File: config.mk
export PLATFORM = sky130hd
export DESIGN_NAME = spi_shift_reg
export DESIGN_NICKNAME = d
export VERILOG_FILES = /design/src/logic/spi_mem_pkg.sv /design/src/logic/spi_shift_reg.sv
export SDC_FILE = /design/constraint.sdc
export NUM_CORES = 1
export LEC_CHECK = 0
export BUFFER_PORTS_ARGS = -buffer_cell sky130_fd_sc_hd__buf_2
export CAP_MARGIN = 15
export CORE_AREA = 2 2 39 41
export DETAILED_ROUTE_END_ITERATION = 8
export DIE_AREA = 0 0 41 43
export SETUP_SLACK_MARGIN = 0.15
export SYNTH_ARGS = -nofsm -noshare
export SYNTH_HDL_FRONTEND = slang
export SYNTH_SLANG_ARGS = --single-unit
File: constraint.sdc
create_clock -name clk -period 1.1 [get_ports clk]
set_clock_uncertainty 0.15 [all_clocks]
set_input_delay 0.11 -clock clk [delete_from_list [all_inputs] [get_ports clk]]
set_output_delay 0.11 -clock clk [all_outputs]
set_load 0.01 [all_outputs]
File: src/logic/spi_mem_pkg.sv
// SPI memory package
// Array geometry, transaction FSM states and the memory command bundle
package spi_mem_pkg;

    // --------------------------------------------------------------------------
    // Geometry
    // --------------------------------------------------------------------------
    localparam int MEM_ADDR_W = 7;      // Byte address
    localparam int MEM_DATA_W = 8;      // One byte per location
    localparam int MEM_DEPTH  = 128;

    // --------------------------------------------------------------------------
    // Transaction FSM
    // --------------------------------------------------------------------------
    typedef enum logic [2:0] {
        IDLE,           // cs high, waiting for frame start
        GET_ADDR,       // Shifting in address and rd flag
        READ_LOAD,      // Memory byte into shift register
        READ_SHIFT,     // Byte going out on miso
        WRITE_SHIFT,    // Data byte coming in on mosi
        WRITE_COMMIT,   // One-cycle write strobe
        DONE            // Frame complete, wait for cs high
    } txn_state_e;

    // Command from the controller to memory and status registers
    typedef struct packed {
        logic [MEM_ADDR_W-1:0] addr;
        logic                  rd;      // 1 = read
        logic [MEM_DATA_W-1:0] wdata;
        logic                  we;      // Single-cycle write strobe
    } mem_cmd_t;

endpackage

File: src/logic/spi_shift_reg.sv
// SPI shift register
// MSB-first serial in and out with a parallel load for read data
`timescale 1ns/1ns

module spi_shift_reg
    import spi_mem_pkg::*;
(
    input  logic                  clk,
    input  logic                  rst_n,
    input  logic                  shift_en,     // One clk per sclk rise
    input  logic                  sin,          // Conditioned mosi level
    input  logic                  load,         // Parallel load strobe
    input  logic [MEM_DATA_W-1:0] pdata,        // Memory read data
    output logic [MEM_DATA_W-1:0] q
);

    // --------------------------------------------------------------------------
    // Next value
    // --------------------------------------------------------------------------
    logic [MEM_DATA_W-1:0] shifted;

    // Shift left so the first bit received ends up in the MSB
    assign shifted = {q[MEM_DATA_W-2:0], sin};

    // --------------------------------------------------------------------------
    // Register
    // --------------------------------------------------------------------------
    // Load wins over shift
    // Both are single-cycle strobes and never meet in a legal frame
    always_ff @(posedge clk or negedge rst_n) begin
        if (!rst_n) begin
            q <= '0;
        end else if (load) begin
            q <= pdata;                 // Read byte for miso
        end else if (shift_en) begin
            q <= shifted;               // Sample mosi
        end
    end

    // q[MEM_DATA_W-1] is the serial out
    // The miso flop at the top level takes it on sclk fall

endmodule

==> results.md <==
- Mapped Area: 373 um2
- Vias in the first global route: 330
- Internal Dissipation: 579 uW
- RR Startpoint: q[4]
- Inst Count DP: 68
- Final #Nets: between 80 and 90
- Slew HR: slightly above 80%
- Vias per cell: around 4.2
- Share of cells above drive strength 1: around two fifths
- Regs by FF count: q: 8 flops
- # rows: 14
- Biggest register: q
- Root buffer cell: clkbuf_4
- Max FO, Critical Path: 3
- Routed WL per cell: between 10 and 15 um
- Worst Tran Pin Value: 0.268 ns
- Register area: ~200 um2
- Die height: 43 um
- Via count: 358
- Post-place setup slack: 0.169 ns
- Mapped Cells: 34
- Slowest cell on the critical path: dfrtp_1
- Placer Congestion: between 0.6 and 0.7
- Total Routed Length: a little over 900 um
- Peak VDD IR: a little under 0.0005 V
- Buffers on Ports: 20
- Psw: between 200 and 250 uW
- Synth top area share: 53.7%
- Final hold violation count: 0
- Area growth syn-to-layout: 75.8%
- Max-cap violation count: 0
- Initial antenna violation count: 0
- Gr usage total: 11.8%
- Pwr Density: between 1000 and 1500 nW/um2
- Setup TNS: 0 ns
- Synthesized net count: 47
- Max reg flops: 8
- # IOs: 21
- Routed Antenna Nets: 0
- HP Class: in2reg
- Crit path DAT: around 0.79 ns
- Final min period: 1.05 ns
- Post-synth top area cell: dfrtp_1
- Worst setup startpoint: q[0]
- Comb power frac: 27.4%
- Crit path max-delay family: flip-flops
- Synth area leaders: dfrtp_1 54%, mux2i_1 21%, o21ai_1 11%
- R2r endpoint: q[4]
- DRC: 0
- P_leak: between 0.0003 and 0.0004 uW
- WP data required: approximately 0.84 ns
- Crit Path Class: reg2out
- CP Launch Type: flip-flop
- Core area: about 1400 um2
- Clock latency on the worst-skew pair: 0.25 ns
- Die X: between 40 and 50 um
- Max Slew Vio Count: 0
- Sequential fraction of design power: around 44%
- Grt ovf: 0
- CTS Buf Count: 3
- RSZ-0062 raised after global routing: true
- Drt pass-1 iters: 3
- Setup slack after layout: 0.0502 ns
- PnR Total Power: between 700 and 800 uW
- Final setup viols: 0
- Area of the multi-input gates: 150 um2
- Seq/Total Area, Yosys: a little over half
- Worst Setup EP: q[0]
- Period utilization: between 90 and 100%
- Syn Area/Cell: 11.0 um2
- FILL cells: roughly 130
- First-pass GRT wire length: roughly 1300 um
- Synth warn: 0
- Initial DRC count: 2
- Crit end category: output pin
- Depth of the worst register-to-register path: 3
- Levels on crit path: 1
- Antenna Cells: 0
- Flop-to-flop setup slack: ~0.08 ns
- Status: completed
- Max Root-Sink Buffers: 2
- Net Sw Frac: around a quarter
- Crit-path max cell delay: a little under 0.4 ns
- Non-Filler Instances: 86
- Util after Layout: a little under half
- Fmax achieved: around 950 MHz
- Die ar.: 1760 um2
- Library cells used by synthesis: 5
- Clock power share: between 20 and 30%
- CTS tree: done
- Crit-path cells: buf_2
- Buf/Inv on CP: 1
- Worst-path clk slew: ~0.050 ns
- Clock net sink count: 8
- H-Tree Depth: 1
- Pin count of the biggest net entering global routing: 17
- FF+latch count, synth: 8
- Starting Density: between 20% and 30%
-- through the flow --
step | hold WS [ns] | instance area [um2]
6_report | 0.000801 | 656
5_1_grt | 0.0333 | 656
4_1_cts | 0.00652 | 628
3_5_place_dp | -0.184 | 470
3_3_place_gp | -0.189 | 470
2_1_floorplan | -0.336 | 373
-- power groups by stage --
| stage | clock, uW | combinational [uW] | sequential [uW] |
|---|---|---|---|
| CTS | 238 | 199 | 340 |
| global route | 255 | 239 | 349 |
| finish | 224 | 215 | 346 |
| global placement | 0 | 133 | 351 |
| detailed placement | 0 | 135 | 352 |
| floorplan | 0 | 60.6 | 364 |
-- layout make-up --
class	count	share of cell area, %
clock buffers	3	3.44
multi-input cells	24	22.9
flip-flops and latches	8	30.5
well taps	16	3.05
repair buffers	35	40.1
-- cells in the final DEF (no fill, tap or decap) --
cell,count
buf_2,18
buf_4,2
buf_6,6
clkbuf_4,3
dfrtp_1,8
dlygate4sd3_1,9
mux2i_1,8
nand2_1,8
o21ai_1,8
-- cells by family (layout without fill, tap and decap cells) --
| logic type | count (synthesis) | in the layout | share of synthesized area [%] |
|---|---|---|---|
| muxes | 8 | 8 | 21.5 |
| buffers and inverters | 2 | 38 | 6.04 |
| AOI/OAI and AO/OA | 8 | 8 | 10.7 |
| DFF | 8 | 8 | 53.7 |
| and+or+nand+nor | 8 | 8 | 8.05 |
-- per-layer routing --
| metal | global-route usage (%) | vias to the layer above | share of wire [%] |
|---|---|---|---|
| li1 | - | 190 | - |
| met5 | 0 | - | 0 |
| met4 | 10.0 | 0 | 1.3 |
| met1 | 12.4 | 151 | 45 |
| met2 | 17.2 | 15 | 46 |
| met3 | 4.71 | 2 | 7.2 |
-- worst min path at each step --
stage	to	slack [ns]	cells past startpoint	start
after floorplan	q[0]	-0.34	0	rst_n
final	q[0]	0.0008	3	sin
after global routing	q[0]	0.03	3	sin
after global placement	q[5]	-0.19	1	rst_n
after CTS	q[0]	0.007	3	sin
after detailed placement	q[5]	-0.18	1	rst_n
-- cells in the mapped netlist (all sizes together) --
library cell / n
dfrtp: 8
mux2i: 8
nand2: 8
o21ai: 8
buf: 2
-- what timing repair did --
item                                    CTS  global route
buffers inserted                          6             0
endpoints found under the setup margin    8            16
endpoints found under the hold margin    16             0
pin swaps                                 0             3
resized for setup                         0             6
hold buffers                              9             0
Power figures use the tool's default switching activity.
