`src/logic/spi_mem_pkg.sv`:
```
// SPI memory package
// Array geometry, transaction FSM states and the memory command bundle
package spi_mem_pkg;

    // --------------------------------------------------------------------------
    // Geometry
    // --------------------------------------------------------------------------
    localparam int MEM_ADDR_W = 7;      // Byte address
    localparam int MEM_DATA_W = 8;      // One byte per location
    localparam int MEM_DEPTH  = 128;

    // --------------------------------------------------------------------------
    // Transaction FSM
    // --------------------------------------------------------------------------
    typedef enum logic [2:0] {
        IDLE,           // cs high, waiting for frame start
        GET_ADDR,       // Shifting in address and rd flag
        READ_LOAD,      // Memory byte into shift register
        READ_SHIFT,     // Byte going out on miso
        WRITE_SHIFT,    // Data byte coming in on mosi
        WRITE_COMMIT,   // One-cycle write strobe
        DONE            // Frame complete, wait for cs high
    } txn_state_e;

    // Command from the controller to memory and status registers
    typedef struct packed {
        logic [MEM_ADDR_W-1:0] addr;
        logic                  rd;      // 1 = read
        logic [MEM_DATA_W-1:0] wdata;
        logic                  we;      // Single-cycle write strobe
    } mem_cmd_t;

endpackage

```
`src/logic/spi_bus_pkg.sv`:
```
// SPI bus package
// Frame length, synchronizer depth and the conditioned pin bundle
package spi_bus_pkg;

    // --------------------------------------------------------------------------
    // Framing
    // --------------------------------------------------------------------------
    localparam int SPI_FRAME_BITS = 16;                    // Address byte + data byte
    localparam int SPI_HDR_BITS   = SPI_FRAME_BITS / 2;    // Header byte done here
    localparam int SPI_CNT_W      = $clog2(SPI_FRAME_BITS + 1);

    // Metastability flops per input pin
    localparam int SPI_SYNC_STAGES = 2;

    // --------------------------------------------------------------------------
    // Conditioned pin
    // --------------------------------------------------------------------------
    // Level after the synchronizer plus one-clk edge strobes
    typedef struct packed {
        logic level;    // Synchronized pin value
        logic rise;     // 0 -> 1 seen
        logic fall;     // 1 -> 0 seen
    } spi_pin_t;

endpackage
```
`src/logic/spi_mem_regs.sv`:
```
// SPI memory register block
// Write-protect strap and the leds status register
`timescale 1ns/1ns

module spi_mem_regs
    import spi_bus_pkg::*;
    import spi_mem_pkg::*;
(
    input  logic     clk,
    input  logic     rst_n,
    input  logic     wp_pin,        // Pin-strapped write protect
    input  mem_cmd_t mem_cmd,
    output logic     wp,
    output logic [7:0] leds         // {rd, addr}
);

    logic [SPI_SYNC_STAGES-1:0] wp_sync;    // Same depth as the SPI pins

    // --------------------------------------------------------------------------
    // Write protect
    // --------------------------------------------------------------------------
    // Strap only moves while cs is high
    // The controller looks at wp once per frame, at commit
    always_ff @(posedge clk or negedge rst_n) begin
        if (!rst_n) begin
            wp_sync <= '0;
            wp      <= 1'b0;
        end else begin
            wp_sync <= {wp_sync[SPI_SYNC_STAGES-2:0], wp_pin};
            wp      <= wp_sync[SPI_SYNC_STAGES-1];
        end
    end

    // --------------------------------------------------------------------------
    // Status
    // --------------------------------------------------------------------------
    // Address and rd in mem_cmd only move when a header is latched
    always_ff @(posedge clk or negedge rst_n) begin
        if (!rst_n) begin
            leds <= '0;
        end else begin
            leds <= {mem_cmd.rd, mem_cmd.addr};    // Flag in bit 7
        end
    end

endmodule

```
`config.mk`:
```
export PLATFORM = sky130hd
export DESIGN_NAME = spi_mem_regs
export DESIGN_NICKNAME = d
export VERILOG_FILES = /design/src/logic/spi_mem_pkg.sv /design/src/logic/spi_bus_pkg.sv /design/src/logic/spi_mem_regs.sv
export SDC_FILE = /design/constraint.sdc
export NUM_CORES = 1
export LEC_CHECK = 0
export ABC_AREA = 1
export ABC_CLOCK_PERIOD_IN_PS = 800
export BUFFER_PORTS_ARGS = -buffer_cell sky130_fd_sc_hd__buf_4
export CAP_MARGIN = 5
export CORE_AREA = 3 3 40 42
export CTS_CLUSTER_DIAMETER = 100
export DETAILED_ROUTE_END_ITERATION = 6
export DIE_AREA = 0 0 43 45
export HOLD_SLACK_MARGIN = 0.05
export SLEW_MARGIN = 30
export SYNTH_ARGS = -nofsm -noshare
export SYNTH_HDL_FRONTEND = slang
export SYNTH_SLANG_ARGS = --single-unit
```
`constraint.sdc`:
```
create_clock -name clk -period 0.8 [get_ports clk]
set_clock_uncertainty 0.05 [all_clocks]
set_input_delay 0.08 -clock clk [delete_from_list [all_inputs] [get_ports clk]]
set_output_delay 0.08 -clock clk [all_outputs]
set_load 0.01 [all_outputs]
```
==> impl_metrics.env, run 1 <==
export IMPL_place_gp_congestion=0.563
export IMPL_use_met1_pct=7.81
export IMPL_synth_area_leaders="dfrtp_1"
export IMPL_final_layout_size_suffix_gt1_share_pct=52.3
export IMPL_whs_ns=0.138
export IMPL_grt_pass1_vias=231
export IMPL_firstDrtPassIters=1
export IMPL_ys_seq_elements=11
export IMPL_antenna_found_initial=0
export IMPL_path_max_fanout=1
export IMPL_total_power_mw=1.09
export IMPL_required_ns=0.67
export IMPL_slew_headroom_pct=91.0
export IMPL_reg2reg_depth=0
export IMPL_stdcell_count=59
export IMPL_die_h_um=45
export IMPL_grt_busiest_layer="met2"
export IMPL_use_met2_pct=12.9
export IMPL_drt_iter0_drc=0
export IMPL_use_met3_pct=3.98
export IMPL_pre_cts_ws_ns=0.177
export IMPL_grt_usage_pct=7.61
export IMPL_fillers=125
export IMPL_syn_avg_cell_area_um2=25.0
export IMPL_slew_violations=0
export IMPL_worstPathArrival_ns=0.76
export IMPL_grt_max_degree=12
export IMPL_setup_worst_path_class="register to primary output"
export IMPL_cts_sinks=11
export IMPL_slowest_delay_ns=0.38
export IMPL_via_per_inst=3.44
export IMPL_setup_violations=9
export IMPL_dieWidth_um=43
export IMPL_wl_per_cell_um=9.95
export IMPL_hold_path_class="primary input to async pin"
export IMPL_port_buffers=19
export IMPL_area_growth_pct=117
export IMPL_critical_path_startpoint="leds[0]$_DFF_PN0_"
export IMPL_yosysTopAreaCell="dfrtp_1"
export IMPL_synth_cell_area_um2=275
export IMPL_layout_setup_ws_ns=-0.0880
export IMPL_drv_cap=0
export IMPL_ir_worst_vdd_v=0.000817
export IMPL_dp_cells=45
export IMPL_worst_path_dominant_cell_family="flip-flops"
export IMPL_cts_buffers=3
export IMPL_htreeDepth=1
export IMPL_initial_core_util_pct=21.4
export IMPL_violations="negative setup slack"
export IMPL_ys_types=1
export IMPL_multi_input_cells=0
export IMPL_fmax_mhz=1130
export IMPL_totalWireLength_um=587
export IMPL_cp_num_cells=1
export IMPL_num_rows=13
export IMPL_multi_input_area_um2=0
export IMPL_synth_cells=11
export IMPL_endpoint_kind="primary output"
export IMPL_drc=0
export IMPL_cts_buffer_depth=2
export IMPL_yosysWarnings=0
export IMPL_num_nets_final=65
export IMPL_final_design_area_no_fill_um2=598
export IMPL_overflow=0
export IMPL_rsz0062_at_grt="yes"
export IMPL_synth_top_area_share_pct=100
export IMPL_core_area_mm2=0.00128
export IMPL_placed_area_um2=437
export IMPL_crit_end="leds[0]"
export IMPL_clockRootBuffer="clkbuf_4"
export IMPL_timing_rr_start="wp_sync[0]$_DFF_PN0_"
export IMPL_cellPowerDensity_mw_per_mm2=1830
export IMPL_clkTransAtPathRegs_ns=0.07
export IMPL_syn_nets=31
export IMPL_yosysSeqAreaShare_pct=100
export IMPL_final_util_pct=46.5
export IMPL_clk_latency_ns=0.26
export IMPL_hold_viol=0
export IMPL_path_cells="buf_6"
export IMPL_fin_crit_ns=0.888
export IMPL_cts_tree="yes"
export IMPL_cp_slowest_cell="dfrtp_1"
export IMPL_p_leak_nw=0.290
export IMPL_worstReg2RegEnd="wp_sync[1]$_DFF_PN0_"
export IMPL_die_area_mm2=0.00194
export IMPL_setup_tns_final_ns=-0.699
export IMPL_io_pins=29
export IMPL_rrSetupSlack_ns=0.28
export IMPL_grt_pass1_wl_um=1000
export IMPL_vias=203
export IMPL_worst_pin_slew_ns=0.135
export IMPL_path_buf_inv=1
export IMPL_post_route_period_util_pct=111
export IMPL_postCtsSetupBuffers=0
export IMPL_worst_setup_path_start_kind="register"
export IMPL_antenna_cells=0
export IMPL_antenna_left=0
export IMPL_status="complete, but fails checks"
## cell type report
cell class / count / area (µm²) / area share, %
repair buffers: 29 / 277 / 46.2
flip-flops and latches: 11 / 275 / 46.0
clock buffers: 3 / 22.5 / 3.77
well taps: 15 / 18.8 / 3.14
clock inverters: 1 / 5.00 / 0.837
## layer usage
layer  part of all wire [%]  wire, µm
met5                      0         0
met1                     32       186
met2                     57       334
met3                     11        66
met4                      0         0
## cell usage in the layout (no fill, tap or decap)
cell type      count
dlygate4sd3_1     10
buf_4             10
clkbuf_4           3
clkinv_2           1
buf_6              9
dfrtp_1           11
## timing repair
| item | CTS | global route |
|---|---|---|
| resized for setup | 9 | 0 |
| hold buffers | 10 | 0 |
| hold endpoints to repair | 20 | 0 |
| endpoints found under the setup margin | 9 | 9 |
## synthesized netlist by cell type
cell type,n
dfrtp_1,11
## state kept, by name (all words and copies together), names as in the netlist
register / cells
leds: 8
wp_sync: 2
wp: 1
## worst min path at each step
stage,startpoint,to,slack (ns),cells after the start
global route,rst_n,wp_sync[0]$_DFF_PN0_,0.15,2
detailed placement,rst_n,wp_sync[0]$_DFF_PN0_,-0.13,1
global placement,rst_n,wp_sync[1]$_DFF_PN0_,-0.14,1
finish,rst_n,wp_sync[0]$_DFF_PN0_,0.14,2
CTS,rst_n,wp_sync[0]$_DFF_PN0_,0.14,2
floorplan,rst_n,leds[0]$_DFF_PN0_,-0.27,0
## cell families after synthesis
logic type and share of synthesized area [%]:
DFF 100
## report_power, final
part / internal, mW / switching [mW] / leakage [nW]
Sequential: 0.584 / 0.0117 / 0.128
Combinational: 0.104 / 0.0433 / 0.144
Clock: 0.184 / 0.165 / 0.0177
Total: 0.872 / 0.220 / 0.290
(Power assumes the default switching activity.)
==> run 2: changes to the inputs <==
CORE_AREA = 2 2 39 41   (was 3 3 40 42)
DIE_AREA = 0 0 41 43   (was 0 0 43 45)
==> impl_metrics.env, run 2 (synthesis results as in run 1) <==
export IMPL_grt_pass1_vias=189
export IMPL_port_buffers=19
export IMPL_total_power_mw=1.12
export IMPL_worst_path_dominant_cell_family="flip-flops"
export IMPL_grt_usage_pct=8.58
export IMPL_area_growth_pct=118
export IMPL_slew_headroom_pct=90.6
export IMPL_required_ns=0.67
export IMPL_timing_rr_start="wp_sync[1]$_DFF_PN0_"
export IMPL_hold_path_class="primary input to async pin"
export IMPL_grt_max_degree=12
export IMPL_multi_input_cells=0
export IMPL_clockRootBuffer="clkbuf_4"
export IMPL_overflow=0
export IMPL_path_cells="buf_6"
export IMPL_vias=206
export IMPL_place_gp_congestion=0.551
export IMPL_final_design_area_no_fill_um2=599
export IMPL_cts_buffers=3
export IMPL_rsz0062_at_grt="yes"
export IMPL_hold_viol=0
export IMPL_die_area_mm2=0.00176
export IMPL_post_route_period_util_pct=113
export IMPL_setup_violations=9
export IMPL_critical_path_startpoint="leds[0]$_DFF_PN0_"
export IMPL_num_nets_final=65
export IMPL_switching_share_pct=21.8
export IMPL_fmax_mhz=1110
export IMPL_cts_buffer_depth=2
export IMPL_cellPowerDensity_mw_per_mm2=1860
export IMPL_antenna_left=0
export IMPL_mostFrequentLayoutCells="dfrtp_1, dlygate4sd3_1, buf_4, buf_6, clkbuf_4"
export IMPL_totalWireLength_um=655
export IMPL_violations="negative setup slack"
export IMPL_final_util_pct=43.3
export IMPL_p_leak_nw=0.290
export IMPL_worst_pin_slew_ns=0.142
export IMPL_wl_per_cell_um=10.9
export IMPL_slew_violations=0
export IMPL_antenna_cells=0
export IMPL_drt_iter0_drc=3
export IMPL_status="complete, but fails checks"
export IMPL_placed_area_um2=438
export IMPL_power_switching_mw=0.243
export IMPL_clkTransAtPathRegs_ns=0.07
export IMPL_worst_setup_path_start_kind="register"
export IMPL_grt_pass1_wl_um=890
export IMPL_clk_latency_ns=0.26
export IMPL_htreeDepth=1
export IMPL_via_per_inst=3.43
export IMPL_top_register="leds"
export IMPL_fillers=124
export IMPL_core_area_mm2=0.00138
export IMPL_setup_worst_path_class="register to primary output"
export IMPL_fin_crit_ns=0.904
export IMPL_cp_slowest_cell="dfrtp_1"
export IMPL_p_int_mw=0.872
export IMPL_io_pins=29
export IMPL_path_max_fanout=1
export IMPL_final_layout_size_suffix_gt1_share_pct=52.3
export IMPL_worstPathArrival_ns=0.77
export IMPL_clock_power_share_pct=33.2
export IMPL_path_buf_inv=1
export IMPL_combPwrFrac_pct=13.4
export IMPL_layout_commonest_cell="dfrtp_1"
export IMPL_pwr_share_seq_pct=53.4
export IMPL_biggestRegsByFlops="leds (8), wp_sync (2), wp (1)"
export IMPL_firstDrtPassIters=5
export IMPL_die_h_um=43
export IMPL_initial_core_util_pct=19.9
export IMPL_dieWidth_um=41
export IMPL_num_rows=14
export IMPL_drc=0
export IMPL_ir_worst_vdd_v=0.000936
export IMPL_largest_register_ffs=8
export IMPL_layout_setup_ws_ns=-0.104
export IMPL_drv_cap=0
export IMPL_cp_num_cells=1
export IMPL_pre_cts_ws_ns=0.181
export IMPL_slowest_delay_ns=0.39
export IMPL_antenna_found_initial=0
export IMPL_cts_sinks=11
export IMPL_endpoint_kind="primary output"
export IMPL_cts_tree="yes"
export IMPL_multi_input_area_um2=0
export IMPL_reg2reg_depth=0
[run 2: cell counts in the layout (fill, tap and decap cells not counted)]
Identical to the previous run, type by type.
[run 2: final timing paths]
kind                                   endpoint  slack (ns)
max                                     leds[0]       -0.10
min in group clk           wp_sync[1]$_DFF_PN0_        0.30
min                           leds[5]$_DFF_PN0_        0.13
min reg2reg                wp_sync[1]$_DFF_PN0_        0.30
max in group asynchronous     leds[1]$_DFF_PN0_        0.42
max reg2reg                        wp$_DFF_PN0_        0.28
[run 2: what timing repair did]
action	CTS	global route
cloned	0	0
hold buffers	10	0
hold endpoints to repair	20	0
gates resized for setup	9	0
buffers inserted	0	0
endpoints found under the setup margin	9	9
[run 2: per-stage QoR]
stage               TNS [ns]  hold WS, ns  instances
finish                -0.784        0.132         60
global route           -1.00        0.147         60
CTS                   -0.907        0.126         60
detailed placement         0       -0.129         46
global placement           0       -0.137         46
floorplan                  0       -0.266         11
[run 2: final cells by class]
type	instances	area (µm²)	share of cell area, %
Sequential cell	11	275	45.9
Clock inverter	1	5.00	0.835
Timing Repair Buffer	29	277	46.1
Clock buffer	3	22.5	3.76
Tap cell	16	20.0	3.34
[run 2: metal layers]
| layer | vias up | GRT usage [%] | routed length [µm] |
|---|---|---|---|
| met4 | 0 | 8.00 | 6 |
| met3 | 2 | 3.14 | 42 |
| met5 | - | 0 | 0 |
| met1 | 95 | 8.16 | 224 |
| met2 | 10 | 13.1 | 382 |
| li1 | 99 | - | - |
[run 2: power groups by stage]
stage | sequential, mW | clock [mW] | combinational [mW]
after global placement | 0.601 | 0 | 0.0940
after CTS | 0.596 | 0.389 | 0.150
after floorplan | 0.615 | 0 | 0
final | 0.595 | 0.371 | 0.149
after detailed placement | 0.602 | 0 | 0.0974
after global routing | 0.597 | 0.405 | 0.160
==> run 3: changes to the inputs <==
BUFFER_PORTS_ARGS = not set   (was -buffer_cell sky130_fd_sc_hd__buf_4)
DONT_BUFFER_PORTS = 1   (was not set)
==> impl_metrics.env, run 3 (synthesis results as in run 1) <==
export IMPL_fmax_mhz=1250
export IMPL_grt_usage_pct=7.74
export IMPL_post_route_period_util_pct=100
export IMPL_totalWireLength_um=482
export IMPL_rrSetupSlack_ns=0.28
export IMPL_clkTransAtPathRegs_ns=0.06
export IMPL_required_ns=0.67
export IMPL_initial_core_util_pct=19.9
export IMPL_postCtsSetupBuffers=0
export IMPL_firstDrtPassIters=2
export IMPL_worst_pin_slew_ns=0.487
export IMPL_endpoint_kind="primary output"
export IMPL_hold_path_class="primary input to async pin"
export IMPL_grt_pass1_vias=173
export IMPL_clk_latency_ns=0.26
export IMPL_worstPathArrival_ns=0.67
export IMPL_core_area_mm2=0.00138
export IMPL_grt_max_degree=12
export IMPL_cts_buffers=3
export IMPL_setup_tns_final_ns=-0.0000423
export IMPL_cp_num_cells=0
export IMPL_io_pins=29
export IMPL_dieWidth_um=41
export IMPL_layout_commonest_cell="dfrtp_1"
export IMPL_ir_worst_vdd_v=0.000654
export IMPL_place_gp_congestion=0.477
export IMPL_p_leak_nw=0.185
export IMPL_cts_sinks=11
export IMPL_num_nets_final=46
export IMPL_num_rows=14
export IMPL_slew_violations=0
export IMPL_top_register="leds"
export IMPL_antenna_cells=0
export IMPL_setup_violations=1
export IMPL_port_buffers=0
export IMPL_grt_pass1_wl_um=759
export IMPL_wl_per_cell_um=11.8
export IMPL_timing_rr_start="wp_sync[0]$_DFF_PN0_"
export IMPL_vias=141
export IMPL_reg2reg_depth=0
export IMPL_total_power_mw=1.01
export IMPL_status="complete, but fails checks"
export IMPL_violations="negative setup slack"
export IMPL_multi_input_cells=0
export IMPL_area_growth_pct=53.2
export IMPL_die_area_mm2=0.00176
export IMPL_largest_register_ffs=8
export IMPL_overflow=0
export IMPL_final_design_area_no_fill_um2=422
export IMPL_slew_headroom_pct=67.4
export IMPL_mostFrequentLayoutCells="dfrtp_1, dlygate4sd3_1, clkbuf_4, clkbuf_1"
export IMPL_hold_viol=0
export IMPL_drc=0
export IMPL_rsz0062_at_grt="yes"
export IMPL_drv_cap=0
export IMPL_htreeDepth=1
export IMPL_die_h_um=43
export IMPL_cellPowerDensity_mw_per_mm2=2400
export IMPL_antenna_left=0
export IMPL_worst_setup_path_start_kind="register"
export IMPL_multi_input_area_um2=0
export IMPL_final_layout_size_suffix_gt1_share_pct=12.0
export IMPL_fin_crit_ns=0.800
export IMPL_drt_iter0_drc=1
export IMPL_antenna_found_initial=0
export IMPL_biggestRegsByFlops="leds (8), wp_sync (2), wp (1)"
export IMPL_path_max_fanout=1
export IMPL_placed_area_um2=295
export IMPL_via_per_inst=3.44
export IMPL_layout_setup_ws_ns=-0.0000423
export IMPL_cts_buffer_depth=2
export IMPL_clockRootBuffer="clkbuf_4"
export IMPL_setup_worst_path_class="register to primary output"
export IMPL_worstReg2RegEnd="wp_sync[1]$_DFF_PN0_"
export IMPL_cts_tree="yes"
-- run 3: area by class of cell --
| class | count | area (µm²) |
|---|---|---|
| Timing Repair Buffer | 10 | 100 |
| Clock buffer | 4 | 26.3 |
| Sequential cell | 11 | 275 |
| Tap cell | 16 | 20.0 |
| Fill cell | 138 | 962 |
-- run 3: how the worst max path moves through the flow --
stage	to	from	slack [ns]
global placement	leds[0]	leds[0]$_DFF_PN0_	0.28
global route	leds[0]	leds[0]$_DFF_PN0_	-0.05
detailed placement	leds[0]	leds[0]$_DFF_PN0_	0.28
CTS	leds[0]	leds[0]$_DFF_PN0_	-0.02
finish	leds[0]	leds[0]$_DFF_PN0_	-0.00004
floorplan	leds[0]	leds[0]$_DFF_PN0_	0.29
-- run 3: per-layer routing --
layer,track usage [%],vias up,share of wire [%]
met2,9.06,10,54
met4,8.00,0,0
met5,0,-,0
met1,6.40,70,30
li1,-,61,-
met3,8.38,0,16
-- run 3: through the flow --
| stage | std cells | hold slack, ns | util, % | setup WS [ns] |
|---|---|---|---|---|
| after floorplan | 11 | -0.266 | - | 0.294 |
| after global placement | 27 | -0.265 | 21.3 | 0.284 |
| after detailed placement | 27 | -0.265 | 21.3 | 0.278 |
| after CTS | 41 | 0.177 | 30.5 | -0.0166 |
| after global routing | 41 | 0.177 | 30.5 | -0.0466 |
| final | 41 | 0.169 | 30.5 | -0.0000423 |
-- run 3: where the power goes --
| part | leakage, nW | total (mW) | internal (mW) | switching, mW |
|---|---|---|---|---|
| Combinational | 0.0418 | 0.0479 | 0.0323 | 0.0156 |
| Sequential | 0.128 | 0.607 | 0.584 | 0.0222 |
| Clock | 0.0150 | 0.357 | 0.192 | 0.164 |
-- run 3: timing repair --
item                                    CTS  global route
hold endpoints to repair                 20             0
resized for setup                         0             0
hold buffers                             10             0
endpoints found under the setup margin    9             9
pin swaps                                 0             0
