===== src/logic/spi_mem_pkg.sv =====
// SPI memory package
// Array geometry, transaction FSM states and the memory command bundle
package spi_mem_pkg;

    // --------------------------------------------------------------------------
    // Geometry
    // --------------------------------------------------------------------------
    localparam int MEM_ADDR_W = 7;      // Byte address
    localparam int MEM_DATA_W = 8;      // One byte per location
    localparam int MEM_DEPTH  = 128;

    // --------------------------------------------------------------------------
    // Transaction FSM
    // --------------------------------------------------------------------------
    typedef enum logic [2:0] {
        IDLE,           // cs high, waiting for frame start
        GET_ADDR,       // Shifting in address and rd flag
        READ_LOAD,      // Memory byte into shift register
        READ_SHIFT,     // Byte going out on miso
        WRITE_SHIFT,    // Data byte coming in on mosi
        WRITE_COMMIT,   // One-cycle write strobe
        DONE            // Frame complete, wait for cs high
    } txn_state_e;

    // Command from the controller to memory and status registers
    typedef struct packed {
        logic [MEM_ADDR_W-1:0] addr;
        logic                  rd;      // 1 = read
        logic [MEM_DATA_W-1:0] wdata;
        logic                  we;      // Single-cycle write strobe
    } mem_cmd_t;

endpackage


===== src/logic/spi_bus_pkg.sv =====
// SPI bus package
// Frame length, synchronizer depth and the conditioned pin bundle
package spi_bus_pkg;

    // --------------------------------------------------------------------------
    // Framing
    // --------------------------------------------------------------------------
    localparam int SPI_FRAME_BITS = 16;                    // Address byte + data byte
    localparam int SPI_HDR_BITS   = SPI_FRAME_BITS / 2;    // Header byte done here
    localparam int SPI_CNT_W      = $clog2(SPI_FRAME_BITS + 1);

    // Metastability flops per input pin
    localparam int SPI_SYNC_STAGES = 2;

    // --------------------------------------------------------------------------
    // Conditioned pin
    // --------------------------------------------------------------------------
    // Level after the synchronizer plus one-clk edge strobes
    typedef struct packed {
        logic level;    // Synchronized pin value
        logic rise;     // 0 -> 1 seen
        logic fall;     // 1 -> 0 seen
    } spi_pin_t;

endpackage

===== src/logic/spi_txn_ctrl.sv =====
// SPI transaction controller
// Counts frame bits, splits off address and rd flag, strobes the memory
`timescale 1ns/1ns

module spi_txn_ctrl
    import spi_bus_pkg::*;
    import spi_mem_pkg::*;
(
    input  logic                  clk,
    input  logic                  rst_n,
    input  spi_pin_t              sclk,
    input  spi_pin_t              cs,
    input  logic [MEM_DATA_W-1:0] q,            // Shift register contents
    input  logic                  wp,           // Write protect
    output logic                  shift_en,
    output logic                  load,
    output logic                  rd_strobe,
    output mem_cmd_t              mem_cmd,
    output logic                  miso_en
);

    txn_state_e state;
    txn_state_e state_nxt;

    logic [SPI_CNT_W-1:0]  bit_cnt;     // sclk bits taken this frame
    logic [MEM_ADDR_W-1:0] addr_q;      // Latched address
    logic                  rd_q;        // Latched rd flag
    logic                  shifting;    // State takes sclk bits
    logic                  hdr_done;    // Header byte sits in q
    logic                  last_bit;    // Final sclk bit of the frame

    // --------------------------------------------------------------------------
    // Bit tracking
    // --------------------------------------------------------------------------
    assign shifting = (state == GET_ADDR) || (state == READ_SHIFT) ||
                      (state == WRITE_SHIFT);
    assign shift_en = shifting && sclk.rise && !cs.level;

    // One clk after the eighth shift
    assign hdr_done = (state == GET_ADDR) && (bit_cnt == SPI_CNT_W'(SPI_HDR_BITS));
    assign last_bit = shift_en && (bit_cnt == SPI_CNT_W'(SPI_FRAME_BITS - 1));

    // --------------------------------------------------------------------------
    // Next state
    // --------------------------------------------------------------------------
    always_comb begin
        state_nxt = state;
        case (state)
            IDLE: begin
                if (cs.fall) begin
                    state_nxt = GET_ADDR;           // Frame start
                end
            end
            GET_ADDR: begin
                if (hdr_done) begin
                    state_nxt = q[0] ? READ_LOAD : WRITE_SHIFT;
                end
            end
            READ_LOAD:    state_nxt = READ_SHIFT;    // rdata loads this cycle
            READ_SHIFT: begin
                if (last_bit) begin
                    state_nxt = DONE;
                end
            end
            WRITE_SHIFT: begin
                if (last_bit) begin
                    state_nxt = WRITE_COMMIT;
                end
            end
            WRITE_COMMIT: state_nxt = DONE;
            DONE:         state_nxt = DONE;          // Extra sclk ignored
            default:      state_nxt = IDLE;
        endcase
        // cs high ends the frame wherever it is
        if (cs.rise) begin
            state_nxt = IDLE;
        end
    end

    // --------------------------------------------------------------------------
    // Registers
    // --------------------------------------------------------------------------
    always_ff @(posedge clk or negedge rst_n) begin
        if (!rst_n) begin
            state   <= IDLE;
            bit_cnt <= '0;
            addr_q  <= '0;
            rd_q    <= 1'b0;
        end else begin
            state <= state_nxt;
            if (state == IDLE) begin
                bit_cnt <= '0;
            end else if (shift_en) begin
                bit_cnt <= bit_cnt + 1'b1;
            end
            // Address in q[7:1], rd flag in q[0]
            if (hdr_done) begin
                addr_q <= q[MEM_DATA_W-1:1];
                rd_q   <= q[0];
            end
        end
    end

    // --------------------------------------------------------------------------
    // Outputs
    // --------------------------------------------------------------------------
    assign rd_strobe = hdr_done && q[0];            // rdata valid next clk
    assign load      = (state == READ_LOAD);        // 2 clks after 8th rise
    assign miso_en   = (state == READ_SHIFT) && !cs.level;

    // Header cycle forwards q so the read can start at once
    always_comb begin
        mem_cmd.addr  = hdr_done ? q[MEM_DATA_W-1:1] : addr_q;
        mem_cmd.rd    = hdr_done ? q[0] : rd_q;
        mem_cmd.wdata = q;                          // Full byte by commit
        mem_cmd.we    = (state == WRITE_COMMIT) && !wp;
    end

endmodule


===== config.mk =====
export PLATFORM = sky130hd
export DESIGN_NAME = spi_txn_ctrl
export DESIGN_NICKNAME = d
export VERILOG_FILES = /design/src/logic/spi_mem_pkg.sv /design/src/logic/spi_bus_pkg.sv /design/src/logic/spi_txn_ctrl.sv
export SDC_FILE = /design/constraint.sdc
export NUM_CORES = 1
export LEC_CHECK = 0
export ABC_CLOCK_PERIOD_IN_PS = 2000
export BUFFER_PORTS_ARGS = -buffer_cell sky130_fd_sc_hd__buf_2
export CAP_MARGIN = 20
export CORE_UTILIZATION = 46
export CTS_CLUSTER_DIAMETER = 40
export CTS_CLUSTER_SIZE = 14
export DETAILED_ROUTE_END_ITERATION = 8
export PLACE_DENSITY = 0.77
export SYNTH_ARGS = -nofsm -noshare
export SYNTH_HDL_FRONTEND = slang
export SYNTH_SLANG_ARGS = --single-unit
export TNS_END_PERCENT = 30

===== constraint.sdc =====
create_clock -name clk -period 2 [get_ports clk]
set_clock_uncertainty 0.1 [all_clocks]
set_input_delay 0 -clock clk [delete_from_list [all_inputs] [get_ports clk]]
set_output_delay 0 -clock clk [all_outputs]
set_load 0.02 [all_outputs]

==> results summary, run 1 <==
The die width came out at approximately 47 um. The number of buffers created by CTS came out at 3. Summed over all nets, the half-perimeter wirelength after detailed placement is 1.36 mm. The area inside the core boundary is around 0.0018 mm^2. The DRC violation count after routing is 0. The synthesized design spends more area on one cell type than any other, namely sky130_fd_sc_hd__dfrtp_1.

The synthesized netlist net count came out at around 110. Setup repair after global routing could not meet its margin everywhere. Dividing the final minimum period by the clock period gives roughly 100%. The tool flagged a number of max-cap violations equal to 0.

The tree is rooted in a sky130_fd_sc_hd__clkbuf_4. The area share of the leading cell type in the synthesized netlist came out at between 40 and 50%. The post-synthesis instance area came out at around 920 um^2. The final setup violation count is 0. The total number of yosys warnings is 0.

The number of placement rows came out at 15. By area the synthesized netlist is led by sky130_fd_sc_hd__dfrtp_1, sky130_fd_sc_hd__mux2_2, sky130_fd_sc_hd__buf_4. The number of max-slew violations in the final report came out at 0.

The first-pass detailed-route iteration total came out at 4. The setup slack after layout is ~0.022 ns. The count of nets after finishing is around 150. The leakage power figure is around 0.00066 uW. The die is about 47 um tall. The initial antenna violation count is 0.

The maximum number of pins on one net before global-route repair is 17. 0 antenna diodes ended up in the layout. The weighted congestion at the end of routability-driven global placement came out at ~0.85. The final core utilization came out at 71.2%. The part of the power in registers came out at a little under 40%. For the worst setup path, the data required time is 1.90 ns. The routed via count is between 800 and 900.

The CTS clock-pin slew for the worst setup and hold paths is ~0.1 ns. The power per cell area came out at slightly above 800 mW/mm^2. Per report_power, the combinational group accounts for 39.0% of the total.

The clock network is responsible for 21.2% of the overall power. The setup slack on the worst flop-to-flop path is between 0.15 and 0.2 ns. The share of total power consumed by net switching came out at a little over a third. The cell count after synthesis came out at 85. The maximum clock rate came out at just over 500 MHz.

38 I/O pins were placed. The area growth from synthesis to layout is 39.3%. The CTS tree is yes. The clock drives 16 sinks. The actual slew at the worst max-slew pin is roughly 0.36 ns. Counting flops and latches in the post-synthesis netlist gives 16. The maximum number of buffers from clock root to sink came out at 2. The minimum setup slack after placement came out at 0.248 ns. The count of buffers inserted at the top-level ports is 35. The maximum fanout along the worst path came out at 5. In the routed layout, each cell is associated on average with a via count of 5.15.

After detailed routing, the total wire length is ~2.2 mm. The first global-routing pass estimated approximately 2.8 mm of wire. The arrival time at the worst endpoint came out at roughly 1.9 ns.

Dividing the detail-routed wire length by the instance count gives about 14 um. The later pin in the worst-skew pair is clocked with a latency of around 0.3 ns. The worst hold path class is input pin to async pin. The internal power of the cells came out at slightly below 700 uW. In this run the tightest slew margin relative to its limit is between 70% and 80%. The overall routing resource usage came out at between 10% and 20%.

The hold violation total from the final report came out at 0. The flow ran to the end, and the final reports show no timing, DRC or antenna violations. The top cell types in the final layout, fill and taps aside, are sky130_fd_sc_hd__buf_2, sky130_fd_sc_hd__dfrtp_1, sky130_fd_sc_hd__dlygate4sd3_1. The portion of the post-synthesis area used by sequential elements is between 40% and 50%. The worst setup path is launched from a flop. The library cell used most frequently in the layout, excluding fill and tap cells, is sky130_fd_sc_hd__buf_2. The remaining global-route overflow is 0. The layout cell share with drive strength beyond 1 came out at between 40% and 50%. The post-synthesis area per instance is around 11 um^2. The area of the die is approximately 0.0022 mm^2. The reported net switching power came out at between 300 and 400 uW. The starting utilization of the core area is between 50% and 60%. The first routing iteration left 8 violations. The final critical path time including I/O delays and setup came out at slightly below 2 ns. The type of the worst setup path is flop to output port. The worst supply voltage drop on vdd is 0.000494 V. The via count of the first global-routing pass is about 670.

The remaining antenna violation count after routing is 0. The count of unique library cells instantiated by Yosys is 30. The number of H-tree levels is 1. The number of fill cells is between 100 and 150. The setup TNS came out at 0 ns. STA classifies the critical path endpoint as an output port.
## cell type report
cell class | instances | area [um^2] | share of cell area [%]
Clock buffer | 4 | 36.3 | 2.83
Inverter | 4 | 15.0 | 1.17
Multi-Input combinational cell | 54 | 429 | 33.5
Sequential cell | 16 | 400 | 31.2
Tap cell | 25 | 31.3 | 2.44
Timing Repair Buffer | 53 | 370 | 28.9
## routing by layer
layer	vias up	share of wire [%]	track usage (%)
met5	-	0	0
met2	25	57	36.1
met3	4	2.8	2.31
li1	379	-	-
met4	0	1.3	6.86
met1	395	39	19.9
## state kept, by name, indices dropped and copies added, names as in the netlist
name / cells
state: 3
addr_q: 7
rd_q: 1
bit_cnt: 5
## worst max-delay path, stage by stage (launching register included)
cell and delay (ns):
sky130_fd_sc_hd__dfrtp_1 0.37, sky130_fd_sc_hd__inv_1 0.05, sky130_fd_sc_hd__ha_1 0.19, sky130_fd_sc_hd__and4bb_2 0.24, sky130_fd_sc_hd__nand3_2 0.10, sky130_fd_sc_hd__buf_6 0.13, sky130_fd_sc_hd__mux2_2 0.36, sky130_fd_sc_hd__buf_6 0.14
## cell families (layout without fill, tap and decap cells)
kind of cell,Yosys count,in the layout,share of synthesized area [%]
buffers and inverters,15,61,10.5
flip-flops,16,16,43.5
adder cells (fa/ha/maj),3,3,4.08
multiplexers,11,11,12.9
AO/OA/AOI/OAI,13,13,11.0
AND/OR/NAND/NOR,26,26,17.1
XOR/XNOR,1,1,0.951
## cell usage after synthesis
| cell | count |
|---|---|
| sky130_fd_sc_hd__o21a_1 | 1 |
| sky130_fd_sc_hd__a21o_1 | 1 |
| sky130_fd_sc_hd__nor2b_1 | 1 |
| sky130_fd_sc_hd__a211oi_1 | 1 |
| sky130_fd_sc_hd__nand2b_1 | 4 |
| sky130_fd_sc_hd__inv_1 | 4 |
| sky130_fd_sc_hd__buf_2 | 2 |
| sky130_fd_sc_hd__buf_6 | 1 |
| sky130_fd_sc_hd__dfrtp_1 | 16 |
| sky130_fd_sc_hd__and3_1 | 2 |
| sky130_fd_sc_hd__nor2_1 | 8 |
| sky130_fd_sc_hd__nor3b_1 | 1 |
| sky130_fd_sc_hd__or2_2 | 1 |
| sky130_fd_sc_hd__buf_4 | 8 |
| sky130_fd_sc_hd__o2bb2ai_1 | 1 |
| sky130_fd_sc_hd__nand2_1 | 2 |
| sky130_fd_sc_hd__o21ai_0 | 4 |
| sky130_fd_sc_hd__nand3_1 | 1 |
| sky130_fd_sc_hd__nand3b_1 | 2 |
| sky130_fd_sc_hd__nand4_1 | 1 |
| sky130_fd_sc_hd__mux2i_1 | 4 |
| sky130_fd_sc_hd__xnor2_1 | 1 |
| sky130_fd_sc_hd__or3b_4 | 1 |
| sky130_fd_sc_hd__a211o_1 | 2 |
| sky130_fd_sc_hd__and4bb_2 | 2 |
| sky130_fd_sc_hd__a21oi_4 | 1 |
| sky130_fd_sc_hd__a21bo_2 | 1 |
| sky130_fd_sc_hd__a31oi_1 | 1 |
| sky130_fd_sc_hd__mux2_2 | 7 |
| sky130_fd_sc_hd__ha_1 | 3 |
## through the flow
stage,cell area [um^2],cells,hold WS [ns],power (uW)
global route,1280,156,0.0588,1090
floorplan,921,85,-0.396,682
detailed placement,1070,137,-0.171,780
CTS,1230,154,0.0443,1020
global placement,1070,137,-0.173,768
finish,1280,156,0.0261,1040
## worst paths after layout
kind / from / endpoint / cells past startpoint
hold reg to reg: rd_q / rd_q / 1
setup reg to reg: bit_cnt[0] / state[0] / 8
min in group clk: q[0] / rd_q / 4
max in group asynchronous: rst_n / addr_q[0] / 2
setup / recovery: bit_cnt[0] / mem_cmd[14] / 7
hold / removal: rst_n / bit_cnt[1] / 2
## what timing repair did
item | CTS | global route
setup buffers | 2 | 1
resized for setup | 1 | 11
setup endpoints to repair | 7 | 7
cloned | 0 | 1
endpoints found under the hold margin | 26 | 0
hold buffers | 11 | 0
## power groups by stage
| stage | Clock, uW | Combinational, uW | Sequential, uW |
|---|---|---|---|
| 2_1_floorplan | 0 | 285 | 397 |
| 3_3_place_gp | 0 | 349 | 419 |
| 3_5_place_dp | 0 | 359 | 421 |
| 4_1_cts | 221 | 384 | 412 |
| 5_1_grt | 230 | 437 | 419 |
| 6_report | 221 | 407 | 414 |
(Power assumes the default switching activity.)
==> inputs of run 2 (changes only) <==
Settings changed: ABC_CLOCK_PERIOD_IN_PS 2000 to 1650, CORE_UTILIZATION 46 to 42, CTS_CLUSTER_DIAMETER 40 to default, PLACE_DENSITY 0.77 to 0.74.
Clock period 2 ns to 1.65 ns, I/O delays scaled along.
==> run 2 against run 1 <==
Net effect: the run now ends with setup timing left; final cell count increased by 4.5%; critical path depth is 1 lower; cell area increased by 8.9%; sequential power grew 14%; combinational power grew 48%; global-route usage rose by 0.52 points; worst setup slack got worse by 0.28 ns; largest power group is now combinational logic; largest cell class unchanged; via count decreased by 1.1%; highest routed layer unchanged; worst hold slack lost 0.00059 ns.
==> results summary, run 2 (same netlist as run 1, synthesis figures left out) <==
The final critical path time including I/O delays and setup came out at ~1.9 ns. Walking the worst path, the cells encountered are inv_1 > ha_2 > and4bb_4 > nand3_4 > mux2_4 > buf_6. The area added between synthesis and finish came out at 51.6%. The wire length per cell after detailed routing is 13.5 um (-2.3%).

The initial antenna violation count came out at 0 (unchanged). The arrival time at the worst endpoint is 1.81 ns (-0.07 ns). The maximum number of pins on one net before global-route repair is 17 (unchanged). The number of max-slew violations in the final report is 0 (unchanged). The die outline height came out at 48.8 um (+4.5%). addr_q holds more flip-flops than any other register.

The via count of the first global-routing pass is 815 (+21%). The maximum number of buffers from clock root to sink was 2 (unchanged). The period utilization is 116%. The starting utilization of the core area was 46.0% (-5.1 points).

The final reports fail on setup timing. The leakage power figure was 0.000692 uW (+5.3%). For this design, the slowest cell found on the critical path is sky130_fd_sc_hd__dfrtp_1. The remaining global-route overflow came to 0 (unchanged). The routed length on met1 came out at 929 um (+10%). The total met3 wirelength after detailed routing was 56 um (-8.2%). The detailed placement HPWL was 1.41 mm (+3.1%). The area of the multi-input gates is 504 um^2 (+17%). Routed signal wires occupy layers up through met4. The DRC violation count after routing is 0 (unchanged). The maximum fanout along the worst path is 5 (unchanged). The non-filler instance count after layout is 163 (+4.5%). The actual slew at the worst max-slew pin came out at 0.361 ns (+0.00149 ns).

The setup slack on the worst flop-to-flop path came to -0.18 ns (-0.36 ns). The worst hold path class is input pin to flop. The area inside the core boundary is 0.00200 mm^2 (+11%). The number of placement rows came out at 16 (+1). The flow ran to the end, but the final reports show violations. The combined flip-flop and latch cell area is 400 um^2 (unchanged).

The layout cell share with drive strength beyond 1 came out at 52.2% (+6.4 points). The number of flip-flops in the largest register came out at 7 (unchanged). Setup repair after global routing could not meet its margin everywhere. The weighted congestion at the end of routability-driven global placement came out at 0.795 (-6.3%). The top-level I/O count came out at 38 (unchanged). The worst relative slew slack is 75.9% (-0.099 points). The clock network latency to the later pin of the worst-skew pair is 0.30 ns (about the same). The count of buffers inserted at the top-level ports came out at 35 (unchanged).

The required time at the endpoint of the critical path came out at 1.55 ns (-0.35 ns). The total of max-cap violations came out at 0 (unchanged). The setup TNS came out at -2.40 ns (-2.40 ns). The met2 layer wire length in the routed design is 1.18 mm (-3.6%). TritonCTS built the clock tree. The post-detailed-route via-to-cell ratio was 4.87 (-5.4%). The routed via count is 794 (-1.1%). The number of H-tree levels is 1 (unchanged). The DRC marker count from the first detailed-route iteration is 8 (unchanged). In the final layout, the registers with the most flip-flops are addr_q x7, bit_cnt x5, state x3. In the layout the commonest cells are sky130_fd_sc_hd__buf_2, sky130_fd_sc_hd__dfrtp_1, sky130_fd_sc_hd__dlygate4sd3_1.

The global-route wire length before repair is 3.47 mm (+26%). The number of placed cells counting well taps is 143 (+4.4%). The hold violation total from the final report came to 0 (unchanged).

The area of the die is 0.00238 mm^2 (+9.1%). The total power of the final layout is 1350 uW (+29%). The count of nets after finishing came out at 157 (+3.3%). The final wirelength came to 2.20 mm (+2.1%).

The sink count of the clock tree is 16 (unchanged). STA classifies the critical path startpoint as a flop. The overall routing resource usage was 19.0% (+0.52 points).

The die width came out at 48.8 um (+4.5%). The first-pass detailed-route iteration total is 4 (unchanged). The CTS clock-pin slew for the worst setup and hold paths came out at 0.10 ns (about the same). The remaining antenna violation count after routing came out at 0 (unchanged).

The maximum clock rate is 523 MHz. The setup slack after layout was -0.261 ns (-0.283 ns). The worst setup path is of the flop to output port kind.

The number of diodes is 0 (unchanged). In this run the clock root is driven by a sky130_fd_sc_hd__clkbuf_4. The power per cell area is 963 mW/mm^2 (+18%).

Leaving out fill and tap cells, the most frequent cell in the layout is sky130_fd_sc_hd__buf_2. The largest stage delay on the critical path is 0.39 ns (+0.02 ns). The number of buffers created by CTS is 3 (unchanged). STA classifies the critical path endpoint as an output port. The worst supply voltage drop on vdd came out at 0.000629 V (+27%). The number of fill cells is 160 (+10%). The final setup violation count is 13 (+13).
## run 2: cell types whose count changed in the layout (fill, tap and decap cells not counted), sizes merged
cell and delta:
nand3 +1, buf +4
## run 2: layer usage
layer	track usage [%]	vias up
li1	-	388
met1	22.4	385
met2	33.6	17
met5	0	-
met3	2.80	4
met4	8.82	0
## run 2: report_power, final
group	internal [uW]	switching, uW	total, uW
combinational	274	330	603
clock	135	136	270
sequential	446	26.1	472
## run 2: final timing paths
check	start	end	cells after the start
max reg2reg	bit_cnt[1]	state[0]	9
min in group asynchronous	rst_n	addr_q[3]	2
min reg2reg	addr_q[1]	addr_q[1]	1
min	q[0]	state[1]	4
max in group asynchronous	rst_n	addr_q[0]	2
max	bit_cnt[1]	mem_cmd[14]	6
## run 2: stage by stage
step / cell area, um^2 / setup WS [ns] / hold slack, ns / utilization, %
after floorplan: 941 / -0.0325 / -0.396 / -
after global placement: 1120 / -0.00100 / -0.174 / 56.0
after detailed placement: 1120 / -0.0520 / -0.165 / 56.0
after CTS: 1340 / -0.259 / 0.00244 / 66.8
after global routing: 1400 / -0.335 / 0.0510 / 69.8
final: 1400 / -0.261 / 0.0255 / 69.8
## run 2: cell type report
type,instances,share of cell area [%]
multi-input cells,55,36.1
clock buffers,4,2.60
repair buffers,57,29.1
inverters,4,1.08
well taps,27,2.42
flip-flops and latches,16,28.7
## run 2: critical path, delay by kind of cell, from the launching register on
kind	cells	cell delay, ns
adder cells (fa/ha/maj)	1	0.17
buffers and inverters	2	0.20
flip-flops	1	0.39
multiplexers	1	0.34
AND/OR/NAND/NOR	2	0.41
## run 2: timing repair
action	in CTS	in global routing
setup endpoints to repair	11	15
hold buffers	11	0
setup buffers	2	2
hold endpoints to repair	26	0
pin swaps	2	1
cloned	1	0
gates resized for setup	10	13
==> inputs of run 3 (changes only) <==
Settings changed: ABC_CLOCK_PERIOD_IN_PS 1650 to 2500, CORE_UTILIZATION 42 to 45, MAX_ROUTING_LAYER from default to met4, PLACE_DENSITY 0.74 to 0.76.
Clock period 1.65 ns to 2.5 ns, I/O delays scaled along.
==> run 3 against run 2 <==
Net effect: the flow now finishes without violations; global-route usage increased by 1.6 points; non-clock buffer count is 11 lower; cell area decreased by 15%; critical path type unchanged; largest power group is now sequential cells; first-iteration DRC count is the same; clock power down 35%.
==> results summary, run 3 (same netlist as run 1, synthesis figures left out) <==
The flow ran to the end, and the final reports show no timing, DRC or antenna violations. The largest stage delay on the critical path came to 0.42 ns (+0.03 ns). The die outline height came out at 47.2 um (-3.3%). The count of nets after finishing came out at 145 (-7.6%). The slowest stage of the critical path belongs to the cell sky130_fd_sc_hd__dfrtp_1.

The worst hold path cell count is 4 (unchanged). The remaining antenna violation count after routing came out at 0 (unchanged). The number of cells traversed by the worst register-to-register path is 6 (-3). The reported net switching power is 287 uW (-41%). The number of flip-flops in the largest register came to 7 (unchanged). The required time at the endpoint of the critical path is 2.40 ns (+0.85 ns). The area of the die came to 0.00223 mm^2 (-6.4%). The number of buffers created by CTS is 3 (unchanged). The worst setup path is of the flop to output port kind. The total power of the final layout came out at 793 uW (-41%). The buffers inserted during post-CTS setup optimization is 0 (-2). In this run the clock root is driven by a sky130_fd_sc_hd__clkbuf_4. The via count of the first global-routing pass was 703 (-14%).

The detailed placement HPWL came out at 1.31 mm (-7.2%). The maximum fanout along the worst path came to 9 (+4). The share of total power consumed by net switching came out at 36.3% (-0.26 points).

The critical path goes through inv_1 > ha_1 > and4bb_2 > nand3_1 > mux2_2 > buf_2. The post-detailed-route via-to-cell ratio came out at 4.97 (+2.1%). The total of max-cap violations came out at 0 (unchanged).

The hold violation total from the final report is 0 (unchanged). The combined flip-flop and latch cell area is 400 um^2 (unchanged). The CTS clock-pin slew for the worst setup and hold paths came to 0.10 ns (about the same). In the layout the commonest cells are sky130_fd_sc_hd__buf_2, sky130_fd_sc_hd__dfrtp_1, sky130_fd_sc_hd__dlygate4sd3_1. The maximum number of buffers from clock root to sink came out at 2 (unchanged). The power per cell area came to 665 mW/mm^2 (-31%). The sink count of the clock tree is 16 (unchanged). The global-route wire length before repair is 3.01 mm (-13%).

The die width came to 47.2 um (-3.3%). The arrival time at the worst endpoint is 2.09 ns (+0.28 ns). The final setup violation count is 0 (-13). In this run the critical register-to-register path is captured at state[2]. The tightest min-delay check is of the input pin to flop type. The number of fill cells is 155 (-3.1%).

The worst relative slew slack came out at 71.0% (-4.9 points). The wire length per cell after detailed routing is 13.1 um (-3.3%). The area inside the core boundary came out at 0.00182 mm^2 (-9.1%). The number of H-tree levels was 1 (unchanged). The worst supply voltage drop on vdd is 0.000475 V (-25%). The part of the power in registers is 44.0% (+8.9 points). The clock network fraction of design power is 22.1% (+2.0 points). Setup repair after global routing left no endpoint under its margin.

The maximum number of pins on one net before global-route repair came out at 17 (unchanged). The first-pass detailed-route iteration total came out at 4 (unchanged). The setup TNS came out at 0 ns (+2.40 ns). STA classifies the critical path endpoint as an output port.

The critical hold path startpoint is q[0]. TritonCTS built the clock tree. The clock network latency to the later pin of the worst-skew pair is 0.29 ns (about the same). The DRC marker count from the first detailed-route iteration is 8 (unchanged). The DRC violation count after routing was 0 (unchanged). The layout cell share with drive strength beyond 1 came out at 41.9% (-10 points).

The smallest hold slack is 0.0138 ns (-0.0117 ns). The final wirelength came out at 1.95 mm (-12%). The cell family contributing the most delay on the critical path is simple AND/OR/NAND/NOR gates. The routed via count came to 741 (-6.7%). The number of placement rows was 15 (-1). The starting utilization of the core area came out at 50.6% (+4.6 points).

The maximum clock rate came out at approximately 460 MHz. The number of max-slew violations in the final report is 0 (unchanged). The minimum setup slack after placement was 0.618 ns (+0.670 ns). The count of buffers inserted at the top-level ports came out at 35 (unchanged). The period utilization is approximately 90%. The leakage power figure came to 0.000607 uW (-12%). The actual slew at the worst max-slew pin was 0.434 ns (+0.0732 ns). The number of gates resized after CTS is 0 (-10). The largest registers in the layout are addr_q x7, bit_cnt x5, state x3. The weighted congestion at the end of routability-driven global placement is 0.835 (+5.0%). The most flop-heavy register is addr_q. The area added between synthesis and finish came out at 29.5%. The setup slack on the worst flop-to-flop path came to 0.51 ns (+0.69 ns).

Leaving out fill and tap cells, the most frequent cell in the layout is sky130_fd_sc_hd__buf_2. After layout, the minimum clock period comes to between 2 and 2.5 ns. The internal power of the cells is 505 uW (-41%). The setup slack after layout is 0.311 ns (+0.572 ns). The remaining global-route overflow is 0 (unchanged). The launch instance of the worst register-to-register path is bit_cnt[0].

The number of diodes was 0 (unchanged). The combinational fraction of design power is 33.9% (-11 points). The kind of start point of the critical path is a flop. For hold timing, the worst endpoint is state[1]. The initial antenna violation count came out at 0 (unchanged). The hold buffer count at CTS came out at 11 (unchanged). The top-level I/O count is 38 (unchanged). The overall routing resource usage came out at 20.5% (+1.6 points). The area of the multi-input gates came to 424 um^2 (-16%). The total buffers and inverters traversed by the critical path is 2 (unchanged).
[run 3: changes by cell type in the layout (fill, tap and decap cells not counted), moves of 3 or more]
cell                     before  now
sky130_fd_sc_hd__buf_2       30   35
sky130_fd_sc_hd__buf_4        9    0
sky130_fd_sc_hd__buf_6        7    0
sky130_fd_sc_hd__mux2_2       4    7
sky130_fd_sc_hd__mux2_4       3    0
[run 3: power by group through the flow]
stage               combinational (uW)  sequential, uW  clock [uW]
finish                             269             349         175
global route                       294             357         188
CTS                                265             348         176
detailed placement                 251             353           0
global placement                   244             352           0
floorplan                          228             318           0
[run 3: tightest hold or removal path: cells and delay by family]
kind | cells | cell delay (ns)
AND/OR/NAND/NOR | 2 | 0.21
buffers and inverters | 1 | 0.09
AO/OA/AOI/OAI | 1 | 0.07
[run 3: metal layers]
metal  up-vias  part of all wire [%]  track usage [%]
met3         6                   3.2             4.62
met4         0                   2.3             9.71
met2        18                    54             34.0
met1       351                    40             23.2
met5         -                     0                -
li1        366                     -                -
[run 3: final cells by class]
| type | count | area share, % |
|---|---|---|
| Timing Repair Buffer | 46 | 23.9 |
| Inverter | 4 | 1.26 |
| Sequential cell | 16 | 33.6 |
| Tap cell | 25 | 2.62 |
| Multi-Input combinational cell | 54 | 35.6 |
| Clock buffer | 4 | 3.04 |
[run 3: how the worst max path moves through the flow]
stage          slack [ns]  cells past startpoint          end       start
3_3_place_gp         0.65                      6  mem_cmd[15]  bit_cnt[0]
2_1_floorplan        0.62                      6         rd_q  bit_cnt[0]
5_1_grt              0.22                      6  mem_cmd[11]  bit_cnt[0]
4_1_cts              0.29                      6  mem_cmd[14]  bit_cnt[0]
3_5_place_dp         0.62                      6  mem_cmd[14]  bit_cnt[0]
6_report             0.31                      6  mem_cmd[16]  bit_cnt[0]
[run 3: through the flow]
stage	std cells	utilization [%]	instance area, um^2
CTS	149	65.5	1190
global placement	134	57.5	1050
floorplan	85	-	921
finish	149	65.5	1190
global route	149	65.5	1190
detailed placement	134	57.5	1050
